<file path="config.mk">
export PLATFORM = sky130hd
export DESIGN_NAME = vec_dispatcher_flat
export DESIGN_NICKNAME = d
export VERILOG_FILES = /design/src/logic/vec_pkg.sv /design/src/logic/vec_exec_if.sv /design/src/logic/vec_dispatcher.sv /design/src/flat_wrapper.sv
export SDC_FILE = /design/constraint.sdc
export NUM_CORES = 1
export LEC_CHECK = 0
export BUFFER_PORTS_ARGS = -buffer_cell sky130_fd_sc_hd__buf_4
export CORE_MARGIN = 4
export CORE_UTILIZATION = 30
export CTS_CLUSTER_DIAMETER = 120
export CTS_CLUSTER_SIZE = 12
export DETAILED_ROUTE_END_ITERATION = 8
export SKIP_CTS_REPAIR_TIMING = 1
export SLEW_MARGIN = 20
export SYNTH_ARGS = -nofsm -noshare
export SYNTH_HDL_FRONTEND = slang
export SYNTH_SLANG_ARGS = --single-unit
</file>
<file path="constraint.sdc">
create_clock -name clk_i -period 4 [get_ports clk_i]
set_input_delay 0.2 -clock clk_i [delete_from_list [all_inputs] [get_ports clk_i]]
set_output_delay 0.2 -clock clk_i [all_outputs]
set_load 0.01 [all_outputs]
</file>
<file path="src/logic/vec_pkg.sv">
// Vector core package with element, register index and length types and the operation codes
package vec_pkg;

  //////////////////////////////////////////////////
  // Machine sizes
  //////////////////////////////////////////////////

  localparam int unsigned ElemWidth = 16;
  localparam int unsigned NrVRegs   = 8;
  // Longest vector in elements
  localparam int unsigned MaxVl     = 32;

  //////////////////////////////////////////////////
  // Types
  //////////////////////////////////////////////////

  // One vector element
  typedef logic [ElemWidth-1:0] elem_t;

  // Vector register number
  typedef logic [$clog2(NrVRegs)-1:0] vreg_idx_t;

  // Vector length, 0 up to and including MaxVl
  typedef logic [$clog2(MaxVl+1)-1:0] vl_t;

  // Element position inside one register
  typedef logic [$clog2(MaxVl)-1:0] elem_idx_t;

  // Element-wise operations
  typedef enum logic [2:0] {
    OP_ADD_VV,
    OP_SUB_VV,
    OP_AND_VV,
    OP_XOR_VV,
    OP_ADD_VX
  } vec_op_e;

endpackage

</file>
<file path="src/logic/vec_exec_if.sv">
`timescale 1ns/10ps
// Execution bus carrying the instruction in flight and the current element group to the lanes
interface vec_exec_if import vec_pkg::*; #(
  parameter int unsigned NrLanes = 4
);

  localparam int unsigned NrGroups   = MaxVl / NrLanes;
  localparam int unsigned GroupWidth = (NrGroups > 1) ? $clog2(NrGroups) : 1;

  // Instruction fields, steady until completion
  vec_op_e   op;
  vreg_idx_t vs1;
  vreg_idx_t vs2;
  vreg_idx_t vd;
  elem_t     scalar;
  vl_t       vl;
  logic      start;

  // Group sequencing
  logic [GroupWidth-1:0] group;
  logic                  group_valid;
  logic                  last;

  modport dispatcher (output op, vs1, vs2, vd, scalar, vl, start, input last);

  modport counter (input start, vl, output group, group_valid, last);

  modport lanes (input op, vs1, vs2, vd, scalar, vl, group, group_valid, last);

endinterface

</file>
<file path="src/logic/vec_dispatcher.sv">
`timescale 1ns/10ps
// Instruction controller that accepts one instruction at a time and reports its completion
module vec_dispatcher import vec_pkg::*; (
  input  logic                  clk_i,
  input  logic                  reset_i,
  // Instruction handshake
  input  logic                  instr_valid_i,
  output logic                  instr_ready_o,
  input  vec_op_e               instr_op_i,
  input  vreg_idx_t             instr_vs1_i,
  input  vreg_idx_t             instr_vs2_i,
  input  vreg_idx_t             instr_vd_i,
  input  elem_t                 instr_scalar_i,
  input  vl_t                   instr_vl_i,
  output logic                  done_o,
  // To counter and lanes
  vec_exec_if.dispatcher        exec
);

  typedef enum logic [1:0] {
    IDLE,
    EXEC,
    DONE
  } state_e;

  state_e    state_q, state_d;
  logic      accept;
  logic      start_q;
  vec_op_e   op_q;
  vreg_idx_t vs1_q;
  vreg_idx_t vs2_q;
  vreg_idx_t vd_q;
  elem_t     scalar_q;
  vl_t       vl_q;

  assign instr_ready_o = (state_q == IDLE);
  assign accept        = instr_valid_i && instr_ready_o;
  assign done_o        = (state_q == DONE);

  //////////////////////////////////////////////////
  // State machine
  //////////////////////////////////////////////////

  always_comb begin
    state_d = state_q;
    case (state_q)
      IDLE: begin
        // Empty vectors skip execution entirely
        if (accept) begin
          state_d = (instr_vl_i == '0) ? DONE : EXEC;
        end
      end
      EXEC: begin
        if (exec.last) begin
          state_d = DONE;
        end
      end
      DONE:    state_d = IDLE;
      default: state_d = IDLE;
    endcase
  end

  always_ff @(posedge clk_i) begin
    if (reset_i) begin
      state_q <= IDLE;
      start_q <= 1'b0;
    end else begin
      state_q <= state_d;
      // Group 0 runs in the cycle right after acceptance
      start_q <= accept && (instr_vl_i != '0);
    end
  end

  // Instruction latch
  always_ff @(posedge clk_i) begin
    if (accept) begin
      op_q     <= instr_op_i;
      vs1_q    <= instr_vs1_i;
      vs2_q    <= instr_vs2_i;
      vd_q     <= instr_vd_i;
      scalar_q <= instr_scalar_i;
      vl_q     <= instr_vl_i;
    end
  end

  assign exec.op     = op_q;
  assign exec.vs1    = vs1_q;
  assign exec.vs2    = vs2_q;
  assign exec.vd     = vd_q;
  assign exec.scalar = scalar_q;
  assign exec.vl     = vl_q;
  assign exec.start  = start_q;

endmodule

</file>
<file path="src/flat_wrapper.sv">
// flat-port wrapper written by rule: the top's interface ports become plain ports
module vec_dispatcher_flat import vec_pkg::*;
  (clk_i, reset_i, instr_valid_i, instr_ready_o, instr_op_i, instr_vs1_i, instr_vs2_i, instr_vd_i, instr_scalar_i, instr_vl_i, done_o, exec_op, exec_vs1, exec_vs2, exec_vd, exec_scalar, exec_vl, exec_start, exec_last);
  vec_exec_if exec_i ();
  input  logic clk_i;
  input  logic reset_i;
  input  logic instr_valid_i;
  output logic instr_ready_o;
  input  vec_op_e instr_op_i;
  input  vreg_idx_t instr_vs1_i;
  input  vreg_idx_t instr_vs2_i;
  input  vreg_idx_t instr_vd_i;
  input  elem_t instr_scalar_i;
  input  vl_t instr_vl_i;
  output logic done_o;
  output wire logic [$bits(exec_i.op)-1:0] exec_op;
  output wire logic [$bits(exec_i.vs1)-1:0] exec_vs1;
  output wire logic [$bits(exec_i.vs2)-1:0] exec_vs2;
  output wire logic [$bits(exec_i.vd)-1:0] exec_vd;
  output wire logic [$bits(exec_i.scalar)-1:0] exec_scalar;
  output wire logic [$bits(exec_i.vl)-1:0] exec_vl;
  output wire logic [$bits(exec_i.start)-1:0] exec_start;
  input wire logic [$bits(exec_i.last)-1:0] exec_last;
  assign exec_op = exec_i.op;
  assign exec_vs1 = exec_i.vs1;
  assign exec_vs2 = exec_i.vs2;
  assign exec_vd = exec_i.vd;
  assign exec_scalar = exec_i.scalar;
  assign exec_vl = exec_i.vl;
  assign exec_start = exec_i.start;
  assign exec_i.last = exec_last;
  vec_dispatcher u_core (.clk_i(clk_i), .reset_i(reset_i), .instr_valid_i(instr_valid_i), .instr_ready_o(instr_ready_o), .instr_op_i(instr_op_i), .instr_vs1_i(instr_vs1_i), .instr_vs2_i(instr_vs2_i), .instr_vd_i(instr_vd_i), .instr_scalar_i(instr_scalar_i), .instr_vl_i(instr_vl_i), .done_o(done_o), .exec(exec_i));
endmodule
</file>
# == Word level (Yosys, flattened, before mapping) ==
# Index checks and enable logic that the tools add are counted.
# word_totals
register_bits,37
input_bits,38
out_inout_bits,37
# classes
n_eq_ne,4
muxes,4
reduce_logical,6
# op_table
operator,count
zero test 6 bit,1
2-to-1 mux 2 bit,3
nonzero test 6 bit,1
"inequality test 2 bit, second input constant",2
case mux 2 bit (2 select lines),1
"== test 2 x 1 -> 1 bit, second input constant",1
"== test 2 bit, second input constant",1
logical AND 1 bit,2
zero test 2 bit,1
AND reduction 2 bit,1

# == Longest topological paths before layout ==
# logic_depth
word_depth,4
ltp_mapped,3
depth_no_buf,3

# == Worst setup path before layout ==
# No wires, ideal clock.
# synth_timing
path_type,flip-flop to flip-flop
from,register u_core.state_q[0]
to,register u_core.op_q[0] (netlist: u_core.exec.op[0]) (enable)
setup_ns,0.394
arrival_ns,1.406
required_time_ns,3.606
path_slack_ns,2.199
stages_incl_launch_ff,3
n_path_buf,0
synth_period_minus_slack_ns,1.801
path_cell_list,dfxtp_1 -> nor2_1 -> and2_1
# synth_between
elab_chain_cells,2
# synth_lines
element,line,source
"start, declared",vec_dispatcher.sv:26,"state_e state_q, state_d;"
"start signal, assigned",vec_dispatcher.sv:68,state_q <= state_d;
zero test 2 bit,vec_dispatcher.sv:36,assign instr_ready_o = (state_q == IDLE);
via instr_ready_o,flat_wrapper.sv:8,output logic instr_ready_o;
logical AND 1 bit,vec_dispatcher.sv:37,assign accept = instr_valid_i && instr_ready_o;
via u_core.accept,vec_dispatcher.sv:27,logic accept;
"end signal, assigned",vec_dispatcher.sv:77,op_q <= instr_op_i;
"end, declared",vec_dispatcher.sv:29,vec_op_e op_q;
# The timed path passes the listed nets, and every way through them passes these cells.
# A chain may end at the register's enable or synchronous reset.

# == Final worst setup path ==
# layout_timing
from,register u_core.state_q[0]
to,register u_core.op_q[0] (netlist: u_core.exec.op[0]) (enable)
# layout_between
elab_chain_cells,2
# layout_lines
element,line
zero test 2 bit,vec_dispatcher.sv:36
logical AND 1 bit,vec_dispatcher.sv:37
via u_core.accept,vec_dispatcher.sv:27
# The timed path passes the listed nets, and every way through them passes these cells.

==> summary.txt <==
Timing
  – Relative slew slack: between 50% and 60%
  – Tmin final: 1690 ps
  – Fin crit share: a little over two fifths
  – Max Slew Vio Count: 0
  – RSZ-0062 raised after global routing: false
  – Worst Skew: 2.54 ps
  – Setup violators final: 0
  – FMAX: about 0.59 GHz
  – Worst-Margin Slew: a little over 600 ps
  – Final number of hold-violating endpoints: 0
  – Sum Neg Setup Slack: 0 ps

Floorplanning
  – Die Height: 70.4 um
  – Die W: 70.4 um
  – Core area: 3720 um2
  – Starting Density: 31.4%
  – Die Area: 4960 um2
  – I/O pins: 75
  – Row count: 22

Run status
  – Outcome: completed

Synthesis
  – Synth Net Count: 87
  – Synthesized area: 1170 um2
  – Sequential-to-total area share from yosys stat: 92.5%
  – Async set or reset register ratio after synthesis: 0%
  – Post-Syn Area per Cell: 23.8 um2
  – Area leader, netlist: edfxtp_1
  – Netlist cell types: 12
  – Most frequent cells after synthesis: edfxtp_1, dfxtp_1, nor2_1
  – Number of flops mapped to enable cells by yosys: 34
  – Main area contributors after synthesis: edfxtp_1, dfxtp_1, nor3_4
  – Main flop type after synthesis: edfxtp_1
  – Most common cell in the synthesized netlist: edfxtp_1
  – Ys Warns: 0
  – Synth top area share: 87.4%
  – Flops & latches, synth: 37
  – Gate Count Post-Synth: 49

Critical path
  – CP startpoint kind: register
  – Worst path max stage delay: 530 ps
  – Worst EP arrival: 1650 ps
  – Worst-path cell chain: nor2_1 -> and2_1 -> buf_4
  – Slowest-stage cell, CP: and2_1
  – Kind of critical path: reg2reg
  – Worst EP required: 3960 ps
  – Crit-path max FO: 20
  – Critical Path Sink Type: register

Placement
  – Number of port buffers: 74
  – Gpl congestion: 0.758

Clock network
  – Maximum clock insertion buffer count: 2
  – CTS tree: done
  – Clock root cell: clkbuf_8
  – Total CTS buffers: 5
  – Clk sink count: 37
  – H-tree Lvls: 2
  – Clock-pin transition on the worst setup and hold timing paths: roughly 60 ps
  – Clock Latency Late Sink: 270 ps

Route
  – DRT Pass-1 Iters: 4
  – Vias per cell: ~4.0
  – Routed WL per cell: 13.5 um
  – Vias: 724
  – Number of remaining DRC errors: 0
  – Antenna-violating nets left: 0
  – Number of DRC markers in iteration 0: 35
  – WL final: 2440 um

Power
  – PwrDens: about 420 nW/um2
  – Max VDD drop: approximately 0.00013 V
  – Lkg Pwr: 0.000788 uW
  – Overall power: 792 uW

Layout
  – P&R area growth vs syn: 60.2%
  – Share of cells above drive strength 1: 62.1%
  – Nets: about 170
  – Fill cells: 322
  – ANT cells: 0

Global routing
  – First-pass GRT wire length: 3640 um
  – Number of global-route vias before repair: slightly above 700
  – GRT Resource Usage Total: 10.3%
  – Largest net degree at the start of global routing: 21
  – Antenna violations before repair: 0
  – Grt ovf: 0

Run
  – Max-cap violations: 0

Hold path
  – Worst Hold Class: in2reg
## layer usage
| metal | up-vias | global-route usage (%) | wire, um |
|---|---|---|---|
| li1 | 355 | - | - |
| met4 | 0 | 4.47 | 23 |
| met2 | 50 | 15.4 | 1160 |
| met5 | - | 0 | 0 |
| met1 | 317 | 11.0 | 913 |
| met3 | 2 | 7.48 | 343 |
## final cells by class
class | count | area (um2) | area share [%]
clock buffers | 8 | 80.1 | 4.28
flip-flops and latches | 37 | 1080 | 57.8
repair buffers | 75 | 563 | 30.1
well taps | 48 | 60.1 | 3.21
inverters | 1 | 3.75 | 0.201
multi-input cells | 11 | 83.8 | 4.48
## kinds of logic (layout without fill, tap and decap cells)
| family | count (synthesis) | in the layout | synth area share, % |
|---|---|---|---|
| DFF | 37 | 37 | 92.5 |
| AOI/OAI and AO/OA | 2 | 2 | 1.28 |
| and+or+nand+nor | 9 | 9 | 5.89 |
| buffers and inverters | 1 | 84 | 0.321 |
## worst paths after layout
path | startpoint | end | depth (start not counted) | slack, ps
worst max-delay path | u_core.state_q[0] | u_core.exec.op[0] | 3 | 2310
worst min-delay path | instr_vs1_i[2] | u_core.exec.vs1[2] | 1 | 100
worst max register to register | u_core.state_q[0] | u_core.exec.op[0] | 3 | 2310
worst min register to register | u_core.state_q[0] | u_core.state_q[0] | 2 | 530
## sequential cells by signal, summed over array words and instances (netlist names)
signal,count
u_core.exec.op,3
u_core.exec.scalar,16
u_core.exec.start,1
u_core.exec.vd,3
u_core.exec.vl,6
u_core.exec.vs1,3
u_core.exec.vs2,3
u_core.state_q,2
## report_power, final
group / leakage (uW) / switching, uW / total, uW / internal (uW)
combinational: 0.000398 / 42.5 / 98.3 / 55.8
clock: 0.0000395 / 107 / 230 / 123
sequential: 0.000350 / 8.39 / 464 / 456
## worst max-delay path: cells and delay by family (launching register included)
kind | cells | cell delay (ps)
buffers and inverters | 1 | 370
DFF | 1 | 340
and+or+nand+nor | 2 | 650
## placed cells by master (no fill, tap or decap), drive strengths merged
master and count:
o21ai 1, dfxtp 3, edfxtp 34, nor2b 1, nor3 1, nand3b 1
nor2 3, and2 1, inv 1, a32o 1, buf 75, or4 1
or4b 1, clkbuf 8
## per-stage QoR
stage	std cells	area, um2	hold slack [ps]	worst slack (ps)	utilization [%]
global route	180	1870	66.6	2180	50.4
finish	180	1870	98.2	2310	50.4
detailed placement	172	1790	379	2300	48.2
CTS	180	1870	81.1	2290	50.4
floorplan	49	1170	299	2200	-
global placement	172	1790	379	2340	48.2
No activity file was read; power rests on OpenSTA's default activity.
