--- src/logic/vec_pkg.sv ---
// Vector core package with element, register index and length types and the operation codes
package vec_pkg;

  //////////////////////////////////////////////////
  // Machine sizes
  //////////////////////////////////////////////////

  localparam int unsigned ElemWidth = 16;
  localparam int unsigned NrVRegs   = 8;
  // Longest vector in elements
  localparam int unsigned MaxVl     = 32;

  //////////////////////////////////////////////////
  // Types
  //////////////////////////////////////////////////

  // One vector element
  typedef logic [ElemWidth-1:0] elem_t;

  // Vector register number
  typedef logic [$clog2(NrVRegs)-1:0] vreg_idx_t;

  // Vector length, 0 up to and including MaxVl
  typedef logic [$clog2(MaxVl+1)-1:0] vl_t;

  // Element position inside one register
  typedef logic [$clog2(MaxVl)-1:0] elem_idx_t;

  // Element-wise operations
  typedef enum logic [2:0] {
    OP_ADD_VV,
    OP_SUB_VV,
    OP_AND_VV,
    OP_XOR_VV,
    OP_ADD_VX
  } vec_op_e;

endpackage

--- src/logic/vec_exec_if.sv ---
`timescale 1ns/10ps
// Execution bus carrying the instruction in flight and the current element group to the lanes
interface vec_exec_if import vec_pkg::*; #(
  parameter int unsigned NrLanes = 4
);

  localparam int unsigned NrGroups   = MaxVl / NrLanes;
  localparam int unsigned GroupWidth = (NrGroups > 1) ? $clog2(NrGroups) : 1;

  // Instruction fields, steady until completion
  vec_op_e   op;
  vreg_idx_t vs1;
  vreg_idx_t vs2;
  vreg_idx_t vd;
  elem_t     scalar;
  vl_t       vl;
  logic      start;

  // Group sequencing
  logic [GroupWidth-1:0] group;
  logic                  group_valid;
  logic                  last;

  modport dispatcher (output op, vs1, vs2, vd, scalar, vl, start, input last);

  modport counter (input start, vl, output group, group_valid, last);

  modport lanes (input op, vs1, vs2, vd, scalar, vl, group, group_valid, last);

endinterface

--- src/logic/vec_group_counter.sv ---
`timescale 1ns/10ps
// Element group counter that steps through one group per cycle and flags the final group
module vec_group_counter import vec_pkg::*; #(
  parameter int unsigned NrLanes = 4
) (
  input  logic         clk_i,
  input  logic         reset_i,
  vec_exec_if.counter  exec
);

  localparam int unsigned NrGroups   = MaxVl / NrLanes;
  localparam int unsigned GroupWidth = (NrGroups > 1) ? $clog2(NrGroups) : 1;
  localparam int unsigned LaneShift  = $clog2(NrLanes);

  logic [GroupWidth-1:0] group_q;
  logic [GroupWidth-1:0] cur_group;
  logic [GroupWidth-1:0] last_group;
  logic                  active_q;
  logic                  grp_valid;
  logic                  grp_last;
  vl_t                   vl_rounded;
  vl_t                   num_groups;

  // Round vl up to whole groups
  assign vl_rounded = exec.vl + vl_t'(NrLanes - 1);
  assign num_groups = vl_rounded >> LaneShift;
  assign last_group = GroupWidth'(num_groups - vl_t'(1));

  // Start forces group 0 in the same cycle
  assign cur_group = exec.start ? '0 : group_q;
  assign grp_valid = exec.start || active_q;
  assign grp_last  = grp_valid && (cur_group == last_group);

  assign exec.group       = cur_group;
  assign exec.group_valid = grp_valid;
  assign exec.last        = grp_last;

  always_ff @(posedge clk_i) begin
    if (reset_i) begin
      active_q <= 1'b0;
    end else if (grp_valid) begin
      // Stop after the final group
      active_q <= !grp_last;
    end
  end

  always_ff @(posedge clk_i) begin
    if (grp_valid) begin
      group_q <= cur_group + 1'b1;
    end
  end

endmodule

--- src/flat_wrapper.sv ---
// flat-port wrapper written by rule: the top's interface ports become plain ports
module vec_group_counter_flat import vec_pkg::*;
#(
  parameter int unsigned NrLanes = 4
)
  (clk_i, reset_i, exec_start, exec_vl, exec_group, exec_group_valid, exec_last);
  vec_exec_if #(.NrLanes(NrLanes)) exec_i ();
  input  logic clk_i;
  input  logic reset_i;
  input wire logic [$bits(exec_i.start)-1:0] exec_start;
  input wire logic [$bits(exec_i.vl)-1:0] exec_vl;
  output wire logic [$bits(exec_i.group)-1:0] exec_group;
  output wire logic [$bits(exec_i.group_valid)-1:0] exec_group_valid;
  output wire logic [$bits(exec_i.last)-1:0] exec_last;
  assign exec_i.start = exec_start;
  assign exec_i.vl = exec_vl;
  assign exec_group = exec_i.group;
  assign exec_group_valid = exec_i.group_valid;
  assign exec_last = exec_i.last;
  vec_group_counter #(.NrLanes(NrLanes)) u_core (.clk_i(clk_i), .reset_i(reset_i), .exec(exec_i));
endmodule
--- config.mk ---
export PLATFORM = sky130hd
export DESIGN_NAME = vec_group_counter_flat
export DESIGN_NICKNAME = d
export VERILOG_FILES = /design/src/logic/vec_pkg.sv /design/src/logic/vec_exec_if.sv /design/src/logic/vec_group_counter.sv /design/src/flat_wrapper.sv
export SDC_FILE = /design/constraint.sdc
export NUM_CORES = 1
export LEC_CHECK = 0
export BUFFER_PORTS_ARGS = -buffer_cell sky130_fd_sc_hd__buf_2
export CAP_MARGIN = 20
export CORE_AREA = 2 2 39 41
export DETAILED_ROUTE_END_ITERATION = 7
export DIE_AREA = 0 0 41 43
export GPL_TIMING_DRIVEN = 0
export RECOVER_POWER = 100
export SLEW_MARGIN = 20
export SYNTH_ARGS = -nofsm -noshare
export SYNTH_HDL_FRONTEND = slang
export SYNTH_SLANG_ARGS = --single-unit
--- constraint.sdc ---
create_clock -name clk_i -period 2.2 [get_ports clk_i]
set_input_delay 0.44 -clock clk_i [delete_from_list [all_inputs] [get_ports clk_i]]
set_output_delay 0.44 -clock clk_i [all_outputs]
set_load 0.01 [all_outputs]
-- After elaboration in Yosys (flattened, before gate mapping)
Index checks and enable logic that the tools add are counted.
- add/subtract/negate cells: 3
- $mul: 0
- div/mod/pow operators: 0
- order comparisons: 0
- equal/unequal tests: 1
- shift-type cells: 0
- mux-type cells: 1
- bitwise gates (word level): 0
- reduce and logical (&&, ||, !) cells: 3
- operator list (operator ; count):
    adder 5 x 2 -> 5 bit (second input constant) ; 1
    adder 3 x 1 -> 3 bit (second input constant) ; 1
    equality test 3 bit ; 1
    two-way mux 3 bit ; 1
    subtractor 3 x 1 -> 3 bit (second input constant) ; 1
    logical AND 1 bit ; 1
    zero test 1 bit ; 1
    logical OR 1 bit ; 1
- register bits after elaboration: 4
- bits in latches: 0
- memory bits (writable): 0
- memory bits (read-only): 0
- bits of input ports: 9
- output and inout port bits: 5
- memories: 0

-- Longest topological paths before layout
Gate-level depths: netlist (run 1).
- word-level depth: 5
- gate-level depth with buffers: 7
- gate-level depth less buffers: 7

-- Least setup slack after synthesis (run 1)
Ideal clock, no wire load.
- kind: input -> output
- from: input exec_vl[1]
- to: output exec_last
- data arrival time: 1755 ps
- required time: 1760 ps
- path slack: 5 ps
- stages: 6
- buffers on the path: 0
- path through: or3_1 > nand2_2 > ha_1 > and3b_1 > a221o_1 > and3_2
- cells in the longest elaborated chain, start to end: 4
- RTL lines (element ; line ; RTL):
    start: declaration ; flat_wrapper.sv:11 ; input wire logic [$bits(exec_i.vl)-1:0] exec_vl;
    adder 5 x 2 -> 5 bit ; vec_group_counter.sv:25 ; assign vl_rounded = exec.vl + vl_t'(NrLanes - 1);
    subtractor 3 x 1 -> 3 bit ; vec_group_counter.sv:27 ; assign last_group = GroupWidth'(num_groups - vl_t'(1));
    equality test 3 bit ; vec_group_counter.sv:32 ; assign grp_last = grp_valid && (cur_group == last_group);
    logical AND 1 bit ; vec_group_counter.sv:32 ;
    end: declaration ; flat_wrapper.sv:14 ; output wire logic [$bits(exec_i.last)-1:0] exec_last;
No other way between the ends.

-- Worst setup path in the final report (run 1)
- from: input exec_vl[2]
- to: output exec_last
The elaborated chain is that of the path after synthesis.

==> flow_metrics.py, run 1 <==
metrics = {
    "drt": {
        "drtIter0Drc": 2,
        "routed_wl_um": 707,
        "vias_per_cell": 4.26,
        "ant_nets": 0,
        "drc": 0,
        "routedWlPerCell_um": 10.9,
        "num_vias": 277,
        "drt_pre_antenna_iters": 2,
    },
    "synthesis": {
        "netlist_instances": 28,
        "yosysWarningCount": 0,
        "synth_area_um2": 295,
        "async_reset_ff_frac": 0,
        "avgSynthCellArea_um2": 10.5,
        "synth_most_common_cell": "xnor2_1",
        "yosys.area.top_type": "edfxtp_1",
        "synth_top_area_share": 0.305,
        "synth_ff_type": "edfxtp_1",
        "yosys-top-cells-count": "xnor2_1, edfxtp_1, inv_1",
        "ys_types": 18,
        "yosysSeqAreaShare": 0.373,
        "synth_edf_count": 3,
        "synth_area_leaders": "edfxtp_1, xnor2_1, ha_1",
        "synth_seq_cells": 4,
        "syn-num-nets": 39,
    },
    "finish": {
        "final_cell_count_no_fill": 65,
        "fin_util": 0.363,
        "fin_area_um2": 502,
        "antenna_cells": 0,
        "fin_nets": 61,
        "layout-drive-gt1-share": 0.469,
        "area_growth_pct": 69.9,
    },
    "flow_run": {
        "drv_cap": 0,
    },
    "sta": {
        "clock_skew_ns": 0.00760,
        "worst_slew_pin_slew_ns": 0.229,
        "hold_ws_ns": 0.382,
        "period_share": 1.07,
        "setup_viol": 1,
        "fin_ws_ns": -0.150,
        "rsz0062_at_grt": "yes",
        "max_freq_mhz": 426,
        "min_period_ns": 2.35,
        "final-max-slew-violation-count": 0,
        "slew_headroom": 0.847,
        "tns_ns": -0.150,
        "hold_viol": 0,
    },
    "clock_tree": {
        "cts_made_buffers": 3,
        "h-tree-depth": 1,
        "hold_buffers": 0,
        "cts_sinks": 4,
        "cts-root-buf": "clkbuf_4",
        "clock_path_buffers": 2,
        "clock_latency_ns": 0.24,
        "cts_tree": "yes",
        "path_clk_slew_ns": 0.04,
    },
    "global_routing": {
        "grt_max_degree": 6,
        "grt.overflow.total": 0,
        "grt_pass1_wl_mm": 1.09,
        "antenna_found_initial": 0,
        "track_usage": 0.0966,
        "first_global_vias": 278,
    },
    "floorplan": {
        "core_um2": 1380,
        "pin_count": 14,
        "die_w_um": 41,
        "initial_utilization": 0.213,
        "die-area_um2": 1760,
        "die_h_um": 43,
        "rows": 14,
    },
    "critical_path": {
        "cp_cell_sequence": "buf_6 > or3_4 > nand2_4 > ha_4 > xnor2_1 > xnor2_1 > xnor2_1 > and3_4 > buf_6",
        "worstRegToRegCells": 5,
        "critical_path_required_ns": 1.76,
        "crit_fanout": 2,
        "max_stage_delay_ns": 0.39,
        "setup.worst_path.end_class": "output pin",
        "arrival_ns": 1.91,
        "crit_path_start_kind": "input pin",
        "critPathSlowestCell": "or3_4",
        "criticalPathCategory": "input pin to output pin",
        "cp_common_cell": "xnor2_1",
        "ff2ff_setup_slack_ns": 0.89,
    },
    "placement": {
        "finalWeightedCongestion": 0.714,
        "placed_cell_area_um2": 375,
        "io_buffers": 12,
        "pre_cts_slack_ns": -0.280,
        "place_inst": 56,
    },
    "status": {
        "violations": "setup timing",
        "status": "complete, but fails checks",
    },
    "power_and_ir_drop": {
        "irDropWorstVdd_uv": 267,
        "p_per_area_nw_per_um2": 628,
        "total_power_uw": 315,
        "p_leak_nw": 0.220,
    },
    "worst_hold_path": {
        "hold_depth": 2,
        "hold_class": "input pin to flop",
    },
}
## placed cells by master (no fill, tap or decap), types with 2 or more instances in the layout
| cell | Yosys | final |
|---|---|---|
| buf_2 | 0 | 5 |
| buf_4 | 0 | 5 |
| buf_6 | 0 | 3 |
| clkbuf_1 | 0 | 4 |
| clkbuf_4 | 0 | 3 |
| edfxtp_1 | 3 | 3 |
| inv_1 | 3 | 3 |
| nand2b_1 | 1 | 2 |
| nor2b_1 | 2 | 2 |
| xnor2_1 | 5 | 5 |
## flip-flops by register name (all words and copies together) (netlist names)
| signal | cells |
|---|---|
| u_core.group_q | 3 |
| u_core.active_q | 1 |
## critical path, delay by kind of cell
| kind | cells | cell delay, ns |
|---|---|---|
| xor+xnor | 3 | 0.47 |
| fa+ha+maj | 1 | 0.13 |
| buf+inv | 2 | 0.18 |
| simple gates | 3 | 0.68 |
## power by group
group	total [mW]	switching [mW]	internal, mW
Clock	0.100	0.0323	0.0682
Sequential	0.0970	0.00315	0.0939
Combinational	0.118	0.0516	0.0661
Total	0.315	0.0870	0.228
## area by class of cell
cell class	count	area, um2
fill	142	882
multi-input combinational	21	211
sequential	4	110
timing repair buffer	17	123
tap	16	20.0
clock buffer	4	26.3
inverter	3	11.3
## routing by layer
layer  vias up  share of wire  track usage
met1       132           0.44        0.107
met5         -              0            0
li1        139              -            -
met4         0              0       0.0800
met2         6           0.51        0.141
met3         0          0.048       0.0314
## kinds of logic after synthesis
group                      Yosys count  share of synthesized area
buffers and inverters                3                     0.0381
DFF                                  4                      0.373
xor gates and xnor gates             6                      0.178
and+or+nand+nor                      9                      0.220
AOI/OAI and AO/OA                    4                      0.106
adders and majority gates            2                     0.0847
## repair_timing
item	in CTS	in global routing
pin swaps	4	4
buffers inserted	2	3
setup endpoints to repair	1	1
gates resized for setup	8	6
## path summary, 6_finish.rpt
path | start | to
worst max register to register | u_core.group_q[2] | u_core.active_q
worst min-delay path | reset_i | u_core.active_q
worst min register to register | u_core.active_q | u_core.active_q
worst max-delay path | exec_vl[2] | exec_last
Note: power is estimated with default switching activity, not from simulation.
==> run 2: changes to the inputs <==
==> constraint.sdc (replaced) <==
create_clock -name clk_i -period 2.4 [get_ports clk_i]
set_input_delay 0.12 -clock clk_i [delete_from_list [all_inputs] [get_ports clk_i]]
set_output_delay 0.12 -clock clk_i [all_outputs]
set_load 0.01 [all_outputs]
==> flow_metrics.py, run 2 (synthesis gave the netlist of run 1 again) <==
metrics = {
    "status": {
        "status": "completed",
    },
    "drt": {
        "ant_nets": 0,
        "num_vias": 249,
        "drtIter0Drc": 6,
        "drc": 0,
        "drt_pre_antenna_iters": 2,
        "vias_per_cell": 4.15,
        "routedWlPerCell_um": 8.98,
        "routed_wl_um": 539,
    },
    "power_and_ir_drop": {
        "p_per_area_nw_per_um2": 643,
        "p_leak_nw": 0.175,
        "irDropWorstVdd_uv": 236,
    },
    "clock_tree": {
        "h-tree-depth": 1,
        "hold_buffers": 0,
        "cts_setup_buffers": 0,
        "path_clk_slew_ns": 0.04,
        "clock_path_buffers": 2,
        "cts-root-buf": "clkbuf_4",
        "cts_resized": 0,
        "cts_sinks": 4,
        "cts_tree": "yes",
        "cts_made_buffers": 3,
        "clock_latency_ns": 0.24,
    },
    "flow_run": {
        "drv_cap": 0,
    },
    "finish": {
        "layout_common_cells": "buf_2, clkbuf_1, xnor2_1",
        "top_register": "u_core.group_q",
        "largest_reg_flops": 3,
        "fin_area_um2": 390,
        "fillers": 151,
        "antenna_cells": 0,
        "area_growth_pct": 32.2,
        "reg.largest.list": "u_core.group_q x3, u_core.active_q x1",
        "layout_commonest_cell": "buf_2",
        "fin_nets": 56,
        "layout-drive-gt1-share": 0.295,
    },
    "floorplan": {
        "core_um2": 1380,
        "die-area_um2": 1760,
        "initial_utilization": 0.213,
        "rows": 14,
        "die_w_um": 41,
        "pin_count": 14,
        "die_h_um": 43,
    },
    "critical_path": {
        "critPathSlowestCell": "o21ai_0",
        "criticalPathCategory": "input pin to output pin",
        "critical_path_required_ns": 2.28,
        "max_stage_delay_ns": 0.28,
        "setup.worst_path.end_class": "output pin",
        "crit_path_start_kind": "input pin",
        "cp_cell_sequence": "buf_2 > o21ai_0 > xor2_1 > ha_1 > and3b_1 > a221o_1 > and3_2 > clkbuf_1",
        "crit_fanout": 3,
        "arrival_ns": 1.69,
    },
    "global_routing": {
        "grt_pass1_wl_um": 945,
        "grt_max_degree": 6,
        "track_usage": 0.0834,
        "grt.overflow.total": 0,
        "antenna_found_initial": 0,
        "first_global_vias": 254,
    },
    "sta": {
        "period_share": 0.754,
        "min_period_ns": 1.81,
        "hold_viol": 0,
        "clock_skew_ns": 0.00760,
        "final-max-slew-violation-count": 0,
        "worst_slew_pin_slew_ns": 0.326,
        "tns_ns": 0,
        "max_freq_mhz": 552,
        "rsz0062_at_grt": "no",
        "setup_viol": 0,
        "slew_headroom": 0.781,
    },
    "placement": {
        "io_buffers": 12,
        "finalWeightedCongestion": 0.714,
        "placed_cell_area_um2": 375,
    },
    "worst_hold_path": {
        "hold_class": "input pin to flop",
    },
}
[run 2: cell types whose count changed in the layout (fill, tap and decap cells not counted), sizes merged]
cell | previous run | this run
buf | 14 | 7
clkbuf | 7 | 9
[run 2: layer usage]
layer  routed length (um)  track usage
met1                  244       0.0968
met2                  256        0.109
met3                   38       0.0314
met4                    0       0.0800
met5                    0            0
[run 2: power breakdown]
part	internal (mW)	leakage, nW	switching [mW]
clock	0.0625	0.0150	0.0296
combinational	0.0336	0.122	0.0357
sequential	0.0861	0.0386	0.00330
total	0.182	0.175	0.0686
[run 2: path summary, 6_finish.rpt]
| check | from | end | slack (ns) | cells after the start |
|---|---|---|---|---|
| worst max-delay path | exec_vl[0] | exec_last | 0.59 | 8 |
| worst min-delay path | reset_i | u_core.active_q | 0.06 | 2 |
| worst max register to register | u_core.group_q[1] | u_core.active_q | 1.24 | 3 |
| worst min register to register | u_core.active_q | u_core.active_q | 0.55 | 2 |
[run 2: stage by stage]
stage	setup WS (ns)	hold WS (ns)	util	cells	total power, mW
3_3_place_gp	0.570	0.299	0.271	56	0.164
3_5_place_dp	0.560	0.298	0.271	56	0.165
2_1_floorplan	0.845	0.192	-	28	0.142
6_report	0.590	0.0567	0.282	60	0.251
5_1_grt	0.459	0.0530	0.282	60	0.272
4_1_cts	0.559	0.0504	0.290	60	0.261
[run 2: critical path, delay by kind of cell]
kind	cells	cell delay, ns
buffers and inverters	2	0.23
AO/OA/AOI/OAI	2	0.55
adder cells (fa/ha/maj)	1	0.27
XOR/XNOR	1	0.19
AND/OR/NAND/NOR	2	0.35
[run 2: area by class of cell]
class / instances / area, um2 / area share
multi-input combinational: 21 / 169 / 0.433
sequential: 4 / 110 / 0.282
timing repair buffer: 12 / 53.8 / 0.138
clock buffer: 4 / 26.3 / 0.0673
tap: 16 / 20.0 / 0.0513
inverter: 3 / 11.3 / 0.0288
